===== config.mk =====
export PLATFORM = sky130hd
export DESIGN_NAME = lumi_tx
export DESIGN_NICKNAME = d
export VERILOG_FILES = /design/src/lumi_pkg.sv /design/src/lumi_cmd_decode.sv /design/src/lumi_tx_credit.sv /design/src/lumi_tx_arbiter.sv /design/src/lumi_tx_serializer.sv /design/src/lumi_tx.sv
export SDC_FILE = /design/constraint.sdc
export NUM_CORES = 1
export LEC_CHECK = 0
export ABC_AREA = 1
export BUFFER_PORTS_ARGS = -buffer_cell sky130_fd_sc_hd__buf_2
export CORE_AREA = 5 5 278 280
export CTS_CLUSTER_DIAMETER = 150
export DETAILED_ROUTE_END_ITERATION = 10
export DIE_AREA = 0 0 283 285
export PLACE_DENSITY = 0.67
export SYNTH_ARGS = -nofsm -noshare
export SYNTH_HDL_FRONTEND = slang
export SYNTH_HIERARCHICAL = 1
export SYNTH_SLANG_ARGS = --single-unit

===== constraint.sdc =====
create_clock -name clk -period 15.2 [get_ports clk]
set_input_delay 2.28 -clock clk [delete_from_list [all_inputs] [get_ports clk]]
set_output_delay 2.28 -clock clk [all_outputs]
set_load 0.01 [all_outputs]

===== src/lumi_pkg.sv =====
// LUMI transmit shared definitions
// UMI field widths and the packet layout used for serialization,
// opcode constants, byte and credit counter types
package lumi_pkg;

   // ########################################
   // UMI field widths
   // ########################################
   localparam int cmd_w  = 32;
   localparam int addr_w = 64;
   localparam int data_w = 128;

   typedef logic [cmd_w-1:0]  umi_cmd_t;   // [4:0] opcode, [7:5] size, [15:8] len
   typedef logic [addr_w-1:0] umi_addr_t;  // Source or destination address
   typedef logic [data_w-1:0] umi_data_t;  // Payload

   // Serialization order, cmd in the low bits leaves first
   typedef struct packed {
      umi_data_t data;
      umi_addr_t srcaddr;
      umi_addr_t dstaddr;
      umi_cmd_t  cmd;
   } umi_pkt_t;

   // ########################################
   // Packet byte counts
   // ########################################
   localparam int cmd_bytes = cmd_w / 8;                 // 4
   localparam int hdr_bytes = (cmd_w + 2 * addr_w) / 8;  // 20, cmd plus both addresses
   localparam int pkt_bytes = $bits(umi_pkt_t) / 8;      // 36

   typedef logic [11:0]          byte_cnt_t;   // Bytes in one packet
   typedef logic [pkt_bytes-1:0] byte_mask_t;  // One valid bit per packet byte

   // Credits and beats
   typedef logic [15:0] crdt_t;      // Credit limit or counter, wraps
   typedef logic [7:0]  beat_cnt_t;  // PHY beats of one packet

   // ########################################
   // Opcodes
   // ########################################
   localparam logic [4:0] op_invalid    = 5'd0;
   localparam logic [4:0] op_req_read   = 5'd1;
   localparam logic [4:0] op_req_write  = 5'd3;
   localparam logic [4:0] op_req_posted = 5'd5;
   localparam logic [4:0] op_req_rdma   = 5'd7;
   localparam logic [4:0] op_resp_read  = 5'd8;
   localparam logic [4:0] op_resp_write = 5'd9;
   localparam logic [4:0] op_user0      = 5'd12;
   localparam logic [4:0] op_error      = 5'd13;
   localparam logic [4:0] op_link       = 5'd15;

endpackage


===== src/lumi_cmd_decode.sv =====
// LUMI command decode
// Classifies one channel's opcode as command only, header only or full,
// and works out the bytes the packet needs on the wire and the number of
// PHY beats it takes, which is also its credit cost
module lumi_cmd_decode
  #(parameter int io_w = 64)  // PHY width in bits
   (input  lumi_pkg::umi_cmd_t  cmd,        // Command word of the channel
    output lumi_pkg::byte_cnt_t pkt_bytes,  // Bytes on the wire
    output lumi_pkg::beat_cnt_t beats       // PHY beats, credit cost
    );

   localparam int beat_bytes = io_w / 8;              // Bytes per beat
   localparam int data_max   = lumi_pkg::data_w / 8;  // Payload saturates here

   logic [4:0]          opcode;
   logic [2:0]          size;
   logic [7:0]          len;
   logic                cmd_only;    // Just the command word
   logic                hdr_only;    // Command plus addresses
   logic [15:0]         data_raw;    // (len+1) << size, before saturation
   lumi_pkg::byte_cnt_t data_bytes;

   // Command fields
   assign opcode = cmd[4:0];
   assign size   = cmd[7:5];
   assign len    = cmd[15:8];

   // ########################################
   // Packet class
   // ########################################
   always_comb
   begin
      cmd_only = 1'b0;
      hdr_only = 1'b0;
      case (opcode)
         lumi_pkg::op_invalid,
         lumi_pkg::op_link:       cmd_only = 1'b1;
         lumi_pkg::op_req_read,
         lumi_pkg::op_req_rdma,
         lumi_pkg::op_resp_write,
         lumi_pkg::op_user0,
         lumi_pkg::op_error:      hdr_only = 1'b1;
         default:                 ;  // Full packet with payload
      endcase
   end

   // Payload size, a 256 x 128 request still fits in 16 bits
   assign data_raw   = (16'(len) + 16'd1) << size;
   assign data_bytes = (data_raw > 16'(data_max)) ? lumi_pkg::byte_cnt_t'(data_max)
                                                  : data_raw[11:0];

   // ########################################
   // Byte and beat count
   // ########################################
   always_comb
   begin
      if (cmd_only)
         pkt_bytes = lumi_pkg::byte_cnt_t'(lumi_pkg::cmd_bytes);
      else if (hdr_only)
         pkt_bytes = lumi_pkg::byte_cnt_t'(lumi_pkg::hdr_bytes);
      else
         pkt_bytes = lumi_pkg::byte_cnt_t'(lumi_pkg::hdr_bytes) + data_bytes;
   end

   // Round up to whole beats
   assign beats = lumi_pkg::beat_cnt_t'((pkt_bytes + lumi_pkg::byte_cnt_t'(beat_bytes - 1))
                                        / lumi_pkg::byte_cnt_t'(beat_bytes));

endmodule


===== src/lumi_tx_credit.sv =====
// LUMI transmit credit tracking
// Counts the beats sent on each channel against the limits the remote
// receiver advertises, flags whether a channel's next packet fits, and
// counts the cycles a valid channel waits for credit
module lumi_tx_credit
  #(parameter int io_w = 64)  // PHY width in bits
   (input                       clk,
    input                       nreset,
    input  lumi_pkg::crdt_t     rmt_crdt_req,   // Remote request limit
    input  lumi_pkg::crdt_t     rmt_crdt_resp,  // Remote response limit
    input  lumi_pkg::beat_cnt_t req_beats,      // Cost of pending request
    input  lumi_pkg::beat_cnt_t resp_beats,     // Cost of pending response
    input                       req_valid,
    input                       resp_valid,
    input                       phy_txrdy,
    input                       phy_txvld,      // Beat on the PHY this cycle
    input                       beat_resp,      // Beat belongs to a response
    output logic                req_crdt_ok,
    output logic                resp_crdt_ok,
    output logic [31:0]         crdt_status     // {resp stalls, req stalls}
    );

   // Beats of the largest packet
   localparam int max_beats = (lumi_pkg::pkt_bytes * 8 + io_w - 1) / io_w;

   lumi_pkg::crdt_t sent_req;     // Request beats sent, wraps
   lumi_pkg::crdt_t sent_resp;    // Response beats sent, wraps
   lumi_pkg::crdt_t req_avail;
   lumi_pkg::crdt_t resp_avail;
   lumi_pkg::crdt_t stall_req;
   lumi_pkg::crdt_t stall_resp;
   logic            req_beat;
   logic            resp_beat;

   assign req_beat  = phy_txvld & ~beat_resp;
   assign resp_beat = phy_txvld & beat_resp;

   // ########################################
   // Sent beat counters
   // ########################################
   always_ff @(posedge clk or negedge nreset)
      if (!nreset)
      begin
         sent_req  <= '0;
         sent_resp <= '0;
      end
      else
      begin
         sent_req  <= sent_req + lumi_pkg::crdt_t'(req_beat);
         sent_resp <= sent_resp + lumi_pkg::crdt_t'(resp_beat);
      end

   // Remaining credit, the beat on the wire is not counted yet
   assign req_avail    = rmt_crdt_req - sent_req - lumi_pkg::crdt_t'(req_beat);
   assign resp_avail   = rmt_crdt_resp - sent_resp - lumi_pkg::crdt_t'(resp_beat);
   assign req_crdt_ok  = req_avail >= lumi_pkg::crdt_t'(req_beats);
   assign resp_crdt_ok = resp_avail >= lumi_pkg::crdt_t'(resp_beats);

   // ########################################
   // No-credit stall counters
   // ########################################
   always_ff @(posedge clk or negedge nreset)
      if (!nreset)
      begin
         stall_req  <= '0;
         stall_resp <= '0;
      end
      else
      begin
         stall_req  <= stall_req + lumi_pkg::crdt_t'(req_valid & phy_txrdy & ~req_crdt_ok);
         stall_resp <= stall_resp + lumi_pkg::crdt_t'(resp_valid & phy_txrdy & ~resp_crdt_ok);
      end

   assign crdt_status = {stall_resp, stall_req};

   // Every beat on the wire still had a credit behind it
   a_crdt_limit: assert property (@(posedge clk) disable iff (!nreset)
      (req_beat |-> sent_req != rmt_crdt_req) and (resp_beat |-> sent_resp != rmt_crdt_resp))
      else $error("credit: sent beats passed the remote limit");

   // Decoded cost stays within one full packet
   a_beat_cost: assert property (@(posedge clk) disable iff (!nreset)
      (req_valid |-> req_beats <= max_beats) and (resp_valid |-> resp_beats <= max_beats))
      else $error("credit: packet cost exceeds %0d beats", max_beats);

endmodule


===== src/lumi_tx_arbiter.sv =====
// LUMI transmit arbiter
// Gates each channel with the local enable, PHY ready, serializer room
// and credit, gives a response priority over a request, drives the
// channel readies and hands the winning packet to the serializer
module lumi_tx_arbiter
   (input                       csr_en,        // Sending enabled
    input                       phy_txrdy,     // PHY takes a new packet
    input                       tx_free,       // Serializer can load
    input                       req_valid,
    input                       resp_valid,
    input                       req_crdt_ok,
    input                       resp_crdt_ok,
    input  lumi_pkg::umi_pkt_t  req_pkt,
    input  lumi_pkg::umi_pkt_t  resp_pkt,
    input  lumi_pkg::byte_cnt_t req_bytes,
    input  lumi_pkg::byte_cnt_t resp_bytes,
    output logic                req_ready,
    output logic                resp_ready,
    output logic                load,          // Serializer load strobe
    output logic                sel_resp,      // Loaded packet is a response
    output lumi_pkg::umi_pkt_t  pkt,
    output lumi_pkg::byte_cnt_t bytes
    );

   logic link_open;   // Local side can start a packet
   logic req_elig;
   logic resp_elig;

   // ########################################
   // Gating
   // ########################################
   assign link_open = csr_en & phy_txrdy & tx_free;
   assign req_elig  = link_open & req_valid & req_crdt_ok;
   assign resp_elig = link_open & resp_valid & resp_crdt_ok;

   // ########################################
   // Priority and packet select
   // ########################################
   always_comb
   begin
      resp_ready = resp_elig;               // Response always wins
      req_ready  = req_elig & ~resp_elig;
      load       = req_ready | resp_ready;
      sel_resp   = resp_elig;
      if (resp_elig)
      begin
         pkt   = resp_pkt;
         bytes = resp_bytes;
      end
      else
      begin
         pkt   = req_pkt;                   // Don't care unless load
         bytes = req_bytes;
      end
   end

endmodule


===== src/lumi_tx_serializer.sv =====
// LUMI transmit serializer
// Holds one packet in a shift register with a byte-valid mask, sends
// io_w bits per cycle least significant byte first, and tells the
// arbiter when the next packet can load
module lumi_tx_serializer
  #(parameter int io_w = 64)  // PHY width in bits
   (input                       clk,
    input                       nreset,
    input                       load,        // Take pkt this cycle
    input                       sel_resp,    // pkt is a response
    input  lumi_pkg::umi_pkt_t  pkt,
    input  lumi_pkg::byte_cnt_t bytes,       // Valid bytes of pkt
    output logic                tx_free,     // Room for the next packet
    output logic                phy_txvld,
    output logic                beat_resp,   // Current beat is a response
    output logic [io_w-1:0]     phy_txdata
    );

   localparam int beat_bytes = io_w / 8;

   lumi_pkg::umi_pkt_t   shreg;       // Packet being sent
   lumi_pkg::byte_mask_t mask;        // Bytes still to send
   lumi_pkg::byte_mask_t mask_next;   // Mask after this beat
   lumi_pkg::byte_mask_t mask_start;  // Mask of a fresh packet

   // ########################################
   // Byte-valid mask
   // ########################################
   // Ones in the low bytes for each byte of the packet
   assign mask_start = ~({lumi_pkg::pkt_bytes{1'b1}} << bytes);
   assign mask_next  = mask >> beat_bytes;

   always_ff @(posedge clk or negedge nreset)
      if (!nreset)
      begin
         mask      <= '0;
         beat_resp <= 1'b0;
      end
      else if (load)
      begin
         mask      <= mask_start;
         beat_resp <= sel_resp;        // Channel for credit counting
      end
      else
         mask      <= mask_next;

   // ########################################
   // Data shift register
   // ########################################
   always_ff @(posedge clk)
      if (load)
         shreg <= pkt;
      else
         shreg <= lumi_pkg::umi_pkt_t'(shreg >> io_w);  // Next beat down

   // ########################################
   // PHY side
   // ########################################
   assign phy_txvld  = |mask;
   assign phy_txdata = shreg[io_w-1:0];

   // Idle or sending the last beat
   assign tx_free = ~|mask | ~|mask_next;

   // Arbiter never loads over a packet still in flight
   a_load_free: assert property (@(posedge clk) disable iff (!nreset)
      load |-> tx_free)
      else $error("serializer: load while a packet is still in flight");

endmodule


===== src/lumi_tx.sv =====
// LUMI transmit top level
// Request and response UMI channels in, parallel PHY bus out. Decodes
// each channel's packet size, checks it against remote credit, picks a
// channel and serializes the packet io_w bits per cycle
module lumi_tx
  #(parameter int io_w = 64)  // PHY width, multiple of 8
   (input                      clk,
    input                      nreset,
    input                      csr_en,          // Enable sending
    // Request channel
    input                      req_valid,
    input  lumi_pkg::umi_pkt_t req_pkt,
    output logic               req_ready,
    // Response channel
    input                      resp_valid,
    input  lumi_pkg::umi_pkt_t resp_pkt,
    output logic               resp_ready,
    // PHY
    output logic [io_w-1:0]    phy_txdata,
    output logic               phy_txvld,
    input                      phy_txrdy,
    // Credits
    input  lumi_pkg::crdt_t    rmt_crdt_req,
    input  lumi_pkg::crdt_t    rmt_crdt_resp,
    output logic [31:0]        csr_crdt_status
    );

   lumi_pkg::byte_cnt_t req_bytes;
   lumi_pkg::byte_cnt_t resp_bytes;
   lumi_pkg::byte_cnt_t sel_bytes;
   lumi_pkg::beat_cnt_t req_beats;
   lumi_pkg::beat_cnt_t resp_beats;
   lumi_pkg::umi_pkt_t  sel_pkt;
   logic                req_crdt_ok;
   logic                resp_crdt_ok;
   logic                tx_free;
   logic                load;
   logic                sel_resp;
   logic                beat_resp;

   // ########################################
   // Size decode, one per channel
   // ########################################
   lumi_cmd_decode #(.io_w(io_w))
   u_dec_req (.cmd(req_pkt.cmd), .pkt_bytes(req_bytes), .beats(req_beats));

   lumi_cmd_decode #(.io_w(io_w))
   u_dec_resp (.cmd(resp_pkt.cmd), .pkt_bytes(resp_bytes), .beats(resp_beats));

   // Credit check and status
   lumi_tx_credit #(.io_w(io_w))
   u_credit (.clk(clk), .nreset(nreset),
             .rmt_crdt_req(rmt_crdt_req), .rmt_crdt_resp(rmt_crdt_resp),
             .req_beats(req_beats), .resp_beats(resp_beats),
             .req_valid(req_valid), .resp_valid(resp_valid),
             .phy_txrdy(phy_txrdy), .phy_txvld(phy_txvld), .beat_resp(beat_resp),
             .req_crdt_ok(req_crdt_ok), .resp_crdt_ok(resp_crdt_ok),
             .crdt_status(csr_crdt_status));

   // Channel select
   lumi_tx_arbiter
   u_arbiter (.csr_en(csr_en), .phy_txrdy(phy_txrdy), .tx_free(tx_free),
              .req_valid(req_valid), .resp_valid(resp_valid),
              .req_crdt_ok(req_crdt_ok), .resp_crdt_ok(resp_crdt_ok),
              .req_pkt(req_pkt), .resp_pkt(resp_pkt),
              .req_bytes(req_bytes), .resp_bytes(resp_bytes),
              .req_ready(req_ready), .resp_ready(resp_ready),
              .load(load), .sel_resp(sel_resp), .pkt(sel_pkt), .bytes(sel_bytes));

   // ########################################
   // Serializer to the PHY
   // ########################################
   lumi_tx_serializer #(.io_w(io_w))
   u_serializer (.clk(clk), .nreset(nreset),
                 .load(load), .sel_resp(sel_resp), .pkt(sel_pkt), .bytes(sel_bytes),
                 .tx_free(tx_free), .phy_txvld(phy_txvld), .beat_resp(beat_resp),
                 .phy_txdata(phy_txdata));

endmodule


After elaboration in Yosys (flattened, before gate mapping)
Index checks and enable logic that the tools add are counted.
{"block": "word_totals", "ff_bits": 389, "input_bits": 614, "word_cells": 88, "n_memories": 0, "output_inout_bits": 99, "rom_bits": 0, "latch_bits": 0, "ramBits": 0}
{"block": "op_classes", "reduce_logical": 10, "n_lt_le_gt_ge": 4, "div": 0, "mux": 14, "n_eq_ne": 12, "addsub": 14, "n_shift": 3, "bitwise": 20, "multipliers": 0}
{"cell": "2-to-1 mux 288 bit", "n": 1}
{"cell": "2-to-1 mux 224 bit", "n": 1}
{"cell": "2-to-1 mux 12 bit", "n": 7}
{"cell": "== test 5 x 4 -> 1 bit (second input constant)", "n": 8}
{"cell": "2-to-1 mux 36 bit", "n": 1}
{"cell": "NOT 36 bit", "n": 1}
{"cell": "OR reduction 36 bit", "n": 1}
{"cell": "<< shifter 36 x 12 -> 36 bit (first input constant)", "n": 1}
{"cell": "adder 16 x 1 -> 16 bit", "n": 2}
{"cell": "adder 16 bit", "n": 2}
{"cell": "AND 16 bit", "n": 2}
{"cell": "greater-or-equal comparator 16 x 8 -> 1 bit", "n": 2}
{"cell": "> comparator 16 x 5 -> 1 bit (second input constant)", "n": 2}
{"cell": "NOT 1 -> 16 bit", "n": 2}
{"cell": "<< shifter 16 x 3 -> 16 bit", "n": 2}
{"cell": "subtractor 16 x 1 -> 16 bit", "n": 2}
{"cell": "subtractor 16 bit", "n": 2}
{"cell": "OR reduction 28 bit", "n": 1}
{"cell": "adder 5 x 12 -> 12 bit (first input constant)", "n": 2}
{"cell": "adder 11 x 3 -> 11 bit (second input constant)", "n": 2}
{"cell": "adder 8 x 1 -> 9 bit (second input constant)", "n": 2}
{"cell": "AND 1 bit", "n": 11}
{"cell": "== test 5 x 1 -> 1 bit (second input constant)", "n": 2}
{"cell": "== test 5 x 3 -> 1 bit (second input constant)", "n": 2}
{"cell": "7 further kinds", "n": 16}

Logic depth before layout (Yosys ltp)
{"block": "logic_depth", "ltp_word": 14, "depth_mapped": 47, "mapped_depth_nobuf": 45}

Cells and area by module
The synthesis kept the hierarchy.
{"module": "lumi_tx_serializer", "seq_area_each_um2": 6691.4, "n_inst": 1, "cells_per_inst": 1412, "area_each_um2": 11278.3}
{"module": "lumi_tx_arbiter", "seq_area_each_um2": 0.0, "n_inst": 1, "cells_per_inst": 1343, "area_each_um2": 7011.7}
{"module": "lumi_tx_credit", "seq_area_each_um2": 1601.5, "n_inst": 1, "cells_per_inst": 777, "area_each_um2": 5786.8}
{"module": "lumi_cmd_decode", "seq_area_each_um2": 0.0, "n_inst": 2, "cells_per_inst": 247, "area_each_um2": 1256.2}

Worst setup path before layout
OpenSTA, ideal clock, no wires.
{"block": "synth_timing", "path_kind": "input-to-output", "startpoint": "in resp_pkt[8] in the netlist's numbering", "endpoint": "out req_ready", "stages": 35, "t_arrival_ns": 5.914, "slack_ns": 7.006, "path_buffers": 1, "required_time_ns": 12.920, "path_cell_list": "ha_1 o21ai_0 nor2_1 nand2_1 nand2_1 inv_1 nand2_1 inv_1 nand2_1 nand2_1 nand2_1 nor2_2 nand2_2 nor2_1 ha_1 nand2_1 nor2_1 xnor2_1 inv_1 ha_1 o21ai_0 nand2_1 nand2_1 nand2_1 nand2_1 nand2_1 nand2_1 nand2_1 nand2_1 nand3_1 or2_1 nand2_1 inv_2 clkbuf_1 nor3_1"}
{"block": "synth_via", "elab_chain_cells": 12}
{"element": "start: declaration", "line": "lumi_tx.sv:16", "source": "input lumi_pkg::umi_pkt_t resp_pkt,"}
{"element": "adder 8 x 1 -> 9 bit *", "line": "lumi_cmd_decode.sv:48", "source": "assign data_raw = (16'(len) + 16'd1) << size;"}
{"element": "<< shifter 16 x 3 -> 16 bit *", "line": "lumi_cmd_decode.sv:48"}
{"element": "> comparator 16 x 5 -> 1 bit", "line": "lumi_cmd_decode.sv:49", "source": "assign data_bytes = (data_raw > 16'(data_max)) ? lumi_pkg::byte_cnt_t'(data_max)"}
{"element": "2-to-1 mux 12 bit *", "line": "lumi_cmd_decode.sv:49"}
{"element": "adder 5 x 12 -> 12 bit *", "line": "lumi_cmd_decode.sv:62", "source": "pkt_bytes = lumi_pkg::byte_cnt_t'(lumi_pkg::hdr_bytes) + data_bytes;"}
{"element": "2-to-1 mux 12 bit *", "line": "lumi_cmd_decode.sv:59", "source": "else if (hdr_only)"}
{"element": "2-to-1 mux 12 bit *", "line": "lumi_cmd_decode.sv:57", "source": "if (cmd_only)"}
{"element": "net resp_bytes[3]", "line": "lumi_tx.sv:29", "source": "lumi_pkg::byte_cnt_t resp_bytes;"}
{"element": "adder 11 x 3 -> 11 bit *", "line": "lumi_cmd_decode.sv:66", "source": "assign beats = lumi_pkg::beat_cnt_t'((pkt_bytes + lumi_pkg::byte_cnt_t'(beat_bytes - 1))"}
{"element": "net resp_beats[0]", "line": "lumi_tx.sv:32", "source": "lumi_pkg::beat_cnt_t resp_beats;"}
{"element": "greater-or-equal comparator 16 x 8 -> 1 bit *", "line": "lumi_tx_credit.sv:57", "source": "assign resp_crdt_ok = resp_avail >= lumi_pkg::crdt_t'(resp_beats);"}
{"element": "net resp_crdt_ok", "line": "lumi_tx.sv:35", "source": "logic resp_crdt_ok;"}
{"element": "AND 1 bit *", "line": "lumi_tx_arbiter.sv:34", "source": "assign resp_elig = link_open & resp_valid & resp_crdt_ok;"}
{"element": "NOT 1 bit *", "line": "lumi_tx_arbiter.sv:42", "source": "req_ready = req_elig & ~resp_elig;"}
{"element": "AND 1 bit *", "line": "lumi_tx_arbiter.sv:42"}
{"element": "end: declaration", "line": "lumi_tx.sv:13", "source": "output logic req_ready,"}
Mark *: on every way through the listed nets, which the timed path passes. The rest lies on a longest branch.

Final worst setup path
{"block": "layout_timing", "startpoint": "in resp_pkt[9] in the netlist's numbering", "endpoint": "out resp_ready"}
{"block": "layout_via", "elab_chain_cells": 10}
{"element": "adder 8 x 1 -> 9 bit *", "line": "lumi_cmd_decode.sv:48"}
{"element": "<< shifter 16 x 3 -> 16 bit *", "line": "lumi_cmd_decode.sv:48"}
{"element": "> comparator 16 x 5 -> 1 bit", "line": "lumi_cmd_decode.sv:49"}
{"element": "2-to-1 mux 12 bit *", "line": "lumi_cmd_decode.sv:49"}
{"element": "adder 5 x 12 -> 12 bit *", "line": "lumi_cmd_decode.sv:62"}
{"element": "2-to-1 mux 12 bit *", "line": "lumi_cmd_decode.sv:59"}
{"element": "2-to-1 mux 12 bit *", "line": "lumi_cmd_decode.sv:57"}
{"element": "net resp_bytes[3]", "line": "lumi_tx.sv:29"}
{"element": "adder 11 x 3 -> 11 bit *", "line": "lumi_cmd_decode.sv:66"}
{"element": "net resp_beats[1]", "line": "lumi_tx.sv:32"}
{"element": "greater-or-equal comparator 16 x 8 -> 1 bit *", "line": "lumi_tx_credit.sv:57"}
{"element": "net resp_crdt_ok", "line": "lumi_tx.sv:35"}
{"element": "AND 1 bit *", "line": "lumi_tx_arbiter.sv:34"}
{"element": "end: declaration", "line": "lumi_tx.sv:17", "source": "output logic resp_ready,"}
Marks and branches as above.

==> results_dict.tcl <==
set metrics [dict create \
    outcome "finished, final reports clean" \
    start_kind "primary input" \
    holdPathEnd "u_serializer/shreg[164]$_DFF_P_" \
    fillers 7818 \
    track_usage 0.231 \
    fin_crit_sh 0.660 \
    vias 26279 \
    grt_pass1_wl_um 146000 \
    ios 713 \
    power_density_nw_per_um2 131 \
    hold_class "reg2reg" \
    fp.coreArea_um2 74200 \
    worst_pin_slew_ns 1.21 \
    synth_compound_area_frac 0.105 \
    cp_slowest_cell "buf_4" \
    hold_depth 2 \
    ctsRootBufferMaster "clkbuf_16" \
    endpoint_kind "primary output" \
    syn_inst 4026 \
    synthAdderAreaFrac 0.0435 \
    antenna_found_initial 28 \
    final_nets 5227 \
    finalHoldViolations 0 \
    synthSimpleGateAreaFrac 0.350 \
    drt-initial-drc-count 2149 \
    crit_buf_inv 5 \
    swShare 0.402 \
    wirelength_um 98300 \
    fin_util 0.423 \
    grt_pass1_vias 24727 \
    rr_worst_depth 24 \
    first_pass_iters 6 \
    finalSetupViolations 0 \
    synth_seq_area_share 0.312 \
    row_count 100 \
    hpwlAfterDp_um 76700 \
    p_comb_frac 0.381 \
    cts_tree "yes" \
    min_period_ns 10.03 \
    synthArstFlopShare 0.260 \
    p_int_w 0.00246 \
    final_cell_mix "nand2_1 (1396), buf_2 (711), inv_1 (652), nand3_1 (451), o21bai_1 (300)" \
    p_leak_nw 17.9 \
    hp-start "u_serializer/shreg[228]$_SDFF_PN0_" \
    overflow 0 \
    yosysWarnings 6 \
    slew_headroom 0.170 \
    seq_power_share 0.333 \
    switchingPower_w 0.00165 \
    timing.final.max_slew_violations 0 \
    synth_area_um2 26600 \
    cp_max_fo 92 \
    critPathKind "in2out" \
    multi_input_area_um2 14000 \
    cts_buffers 46 \
    clkPwrFrac 0.286 \
    rsz0062_at_grt "no" \
    clockBufferDepth 3 \
    area_growth_pct 18.0 \
    cts_resized 0 \
    maxCapViolations 0 \
    cts_setup_buffers 0 \
    cpPeakStageDelay_ns 0.83 \
    skew_ns 0.0181 \
    drcViolationCount 0 \
    clkSlewWorstSetupHoldPaths_ns 0.06 \
    synth-xor-area-share 0.0240 \
    io_buffers 712 \
    reg2reg_slack_ns 8.45 \
    setup_tns_ns 0 \
    ys_types 51 \
    die_w_um 283 \
    ir_worst_vdd_v 0.000107 \
    grt_max_degree 207 \
    clk_latency_ns 0.58 \
    synth-main-ff-cell "dfxtp_1" \
    drtAntennaViolNets 0 \
    fmax_ghz 0.0997 \
    start_util 0.358 \
    hold_buffers 0 \
    synth-edff-count 0 \
    cts.sinks 389 \
    arrival_ns 7.75 \
    seqCellArea_um2 8290 \
    synthMuxAreaShare 0 \
    die_area_um2 80700 \
    htree_levels 2 \
    synth_top_family_by_area "simple AND/OR/NAND/NOR gates" \
    avgViaCountPerCell 4.74 \
    rr_startpoint "u_serializer/mask[27]$_DFF_PN0_" \
    drive_gt1_frac 0.204 \
    globalplace.congestion 0.935 \
    ys_ff_latch 389 \
    timing.rr.end "u_serializer/phy_txdata[47]$_DFF_P_" \
    wire_per_inst_um 17.7 \
    final_common_cell "nand2_1" \
    crit_path_frequent_cell "nand2_1" \
    fp.dieH_um 285 \
    worstPathRequired_ns 12.92 \
    critPathTopFamily "simple AND/OR/NAND/NOR gates" \
    synth_area_per_cell_um2 6.60 \
]
[logic make-up (layout without fill, tap and decap cells)]
kind of cell / count (synthesis) / after routing
xor+xnor: 73 / 73
simple gates: 2119 / 2119
buf+inv: 955 / 1471
other cells: 2 / 36
fa+ha+maj: 90 / 90
compound gates: 398 / 398
flops: 389 / 389
[power groups by stage]
| stage | clock (W) | sequential [W] | combinational, W |
|---|---|---|---|
| floorplan | 0 | 0.00132 | 0.00117 |
| global placement | 0 | 0.00139 | 0.00154 |
| detailed placement | 0 | 0.00139 | 0.00156 |
| CTS | 0.00120 | 0.00137 | 0.00157 |
| global route | 0.00124 | 0.00139 | 0.00177 |
| finish | 0.00117 | 0.00137 | 0.00157 |
[routing by layer]
metal  global-route usage  share of wire
met1                0.328           0.46
met2                0.369           0.45
met4               0.0469          0.018
met5                    0         0.0011
met3               0.0435          0.074
[synthesized netlist by cell type, types with 3 or more instances]
cell type	number	share of area
o22ai_1	8	0.0019
o21ai_1	5	0.00094
nand2_4	3	0.0013
nor2_2	12	0.0028
o21ai_0	18	0.0034
nor3_2	7	0.0026
and2_1	5	0.0012
buf_2	131	0.025
inv_1	652	0.092
o21bai_1	300	0.085
nor2_1	112	0.016
clkbuf_1	32	0.0045
nand3_2	49	0.018
nor4_1	6	0.0014
buf_4	94	0.027
ha_1	86	0.040
nand2_1	1397	0.20
nor3_1	9	0.0017
inv_2	8	0.0011
dfrtp_1	101	0.095
xnor2_1	13	0.0043
a21oi_1	52	0.0098
dfxtp_1	288	0.22
nor2_4	12	0.0051
nand4_1	20	0.0047
nor3b_2	6	0.0028
fa_1	4	0.0030
nand2_2	13	0.0031
xor2_1	60	0.020
or2_2	3	0.00071
o21ai_2	3	0.00099
nand3_1	451	0.085
buf_6	37	0.016
[stage by stage]
stage / total power, W / setup slack, ns / hold WS [ns] / cells / cell area (µm²)
after floorplan: 0.00250 / 7.01 / 0.396 / 4044 / 26700
after global routing: 0.00440 / 4.62 / 0.431 / 5535 / 31300
after detailed placement: 0.00295 / 5.19 / 0.402 / 5444 / 29700
after global placement: 0.00293 / 5.24 / 0.399 / 5444 / 29700
final: 0.00411 / 5.17 / 0.415 / 5545 / 31400
after CTS: 0.00414 / 5.17 / 0.408 / 5529 / 31300
[flip-flops by register name, summed over array words and instances, names as in the netlist]
register                 count
u_credit/stall_resp         16
u_credit/sent_resp          16
u_serializer/phy_txdata     64
u_credit/stall_req          16
u_credit/sent_req           16
u_serializer/beat_resp       1
u_serializer/shreg         224
u_serializer/mask           36
[cell type report]
type | count | share of cell area
multi-input cells | 2700 | 0.446
diodes | 16 | 0.00128
inverters | 660 | 0.0795
clock inverters | 19 | 0.00794
well taps | 969 | 0.0387
clock buffers | 66 | 0.0430
flip-flops and latches | 389 | 0.264
repair buffers | 726 | 0.119
[worst max-delay path by stage]
| stage | start | end | depth (start not counted) |
|---|---|---|---|
| floorplan | resp_pkt[8] | req_ready | 35 |
| global placement | resp_pkt[8] | resp_ready | 36 |
| detailed placement | resp_pkt[8] | resp_ready | 37 |
| CTS | resp_pkt[8] | resp_ready | 37 |
| global route | resp_pkt[8] | resp_ready | 36 |
| finish | resp_pkt[9] | resp_ready | 35 |
[worst register-to-register path, cell delays in order (launching register included)]
cell and delay (ns):
dfrtp_1 0.39, or2_2 0.30, nor4_1 0.35, nand4_1 0.31, nand2_1 0.25, fa_1 0.46, ha_1 0.19, or2_2 0.28
nand2_1 0.07, nand3_1 0.09, xor2_1 0.17, ha_1 0.30, nand2_1 0.05, inv_1 0.04, nand2_1 0.05, nand2_1 0.05
nand2_1 0.06, nand3_1 0.11, or2_1 0.15, nand2_4 0.40, a21oi_4 0.43, buf_12 0.66, buf_4 1.17, nand2_1 0.22
nand2_1 0.14
Note: power is estimated with default switching activity, not from simulation.
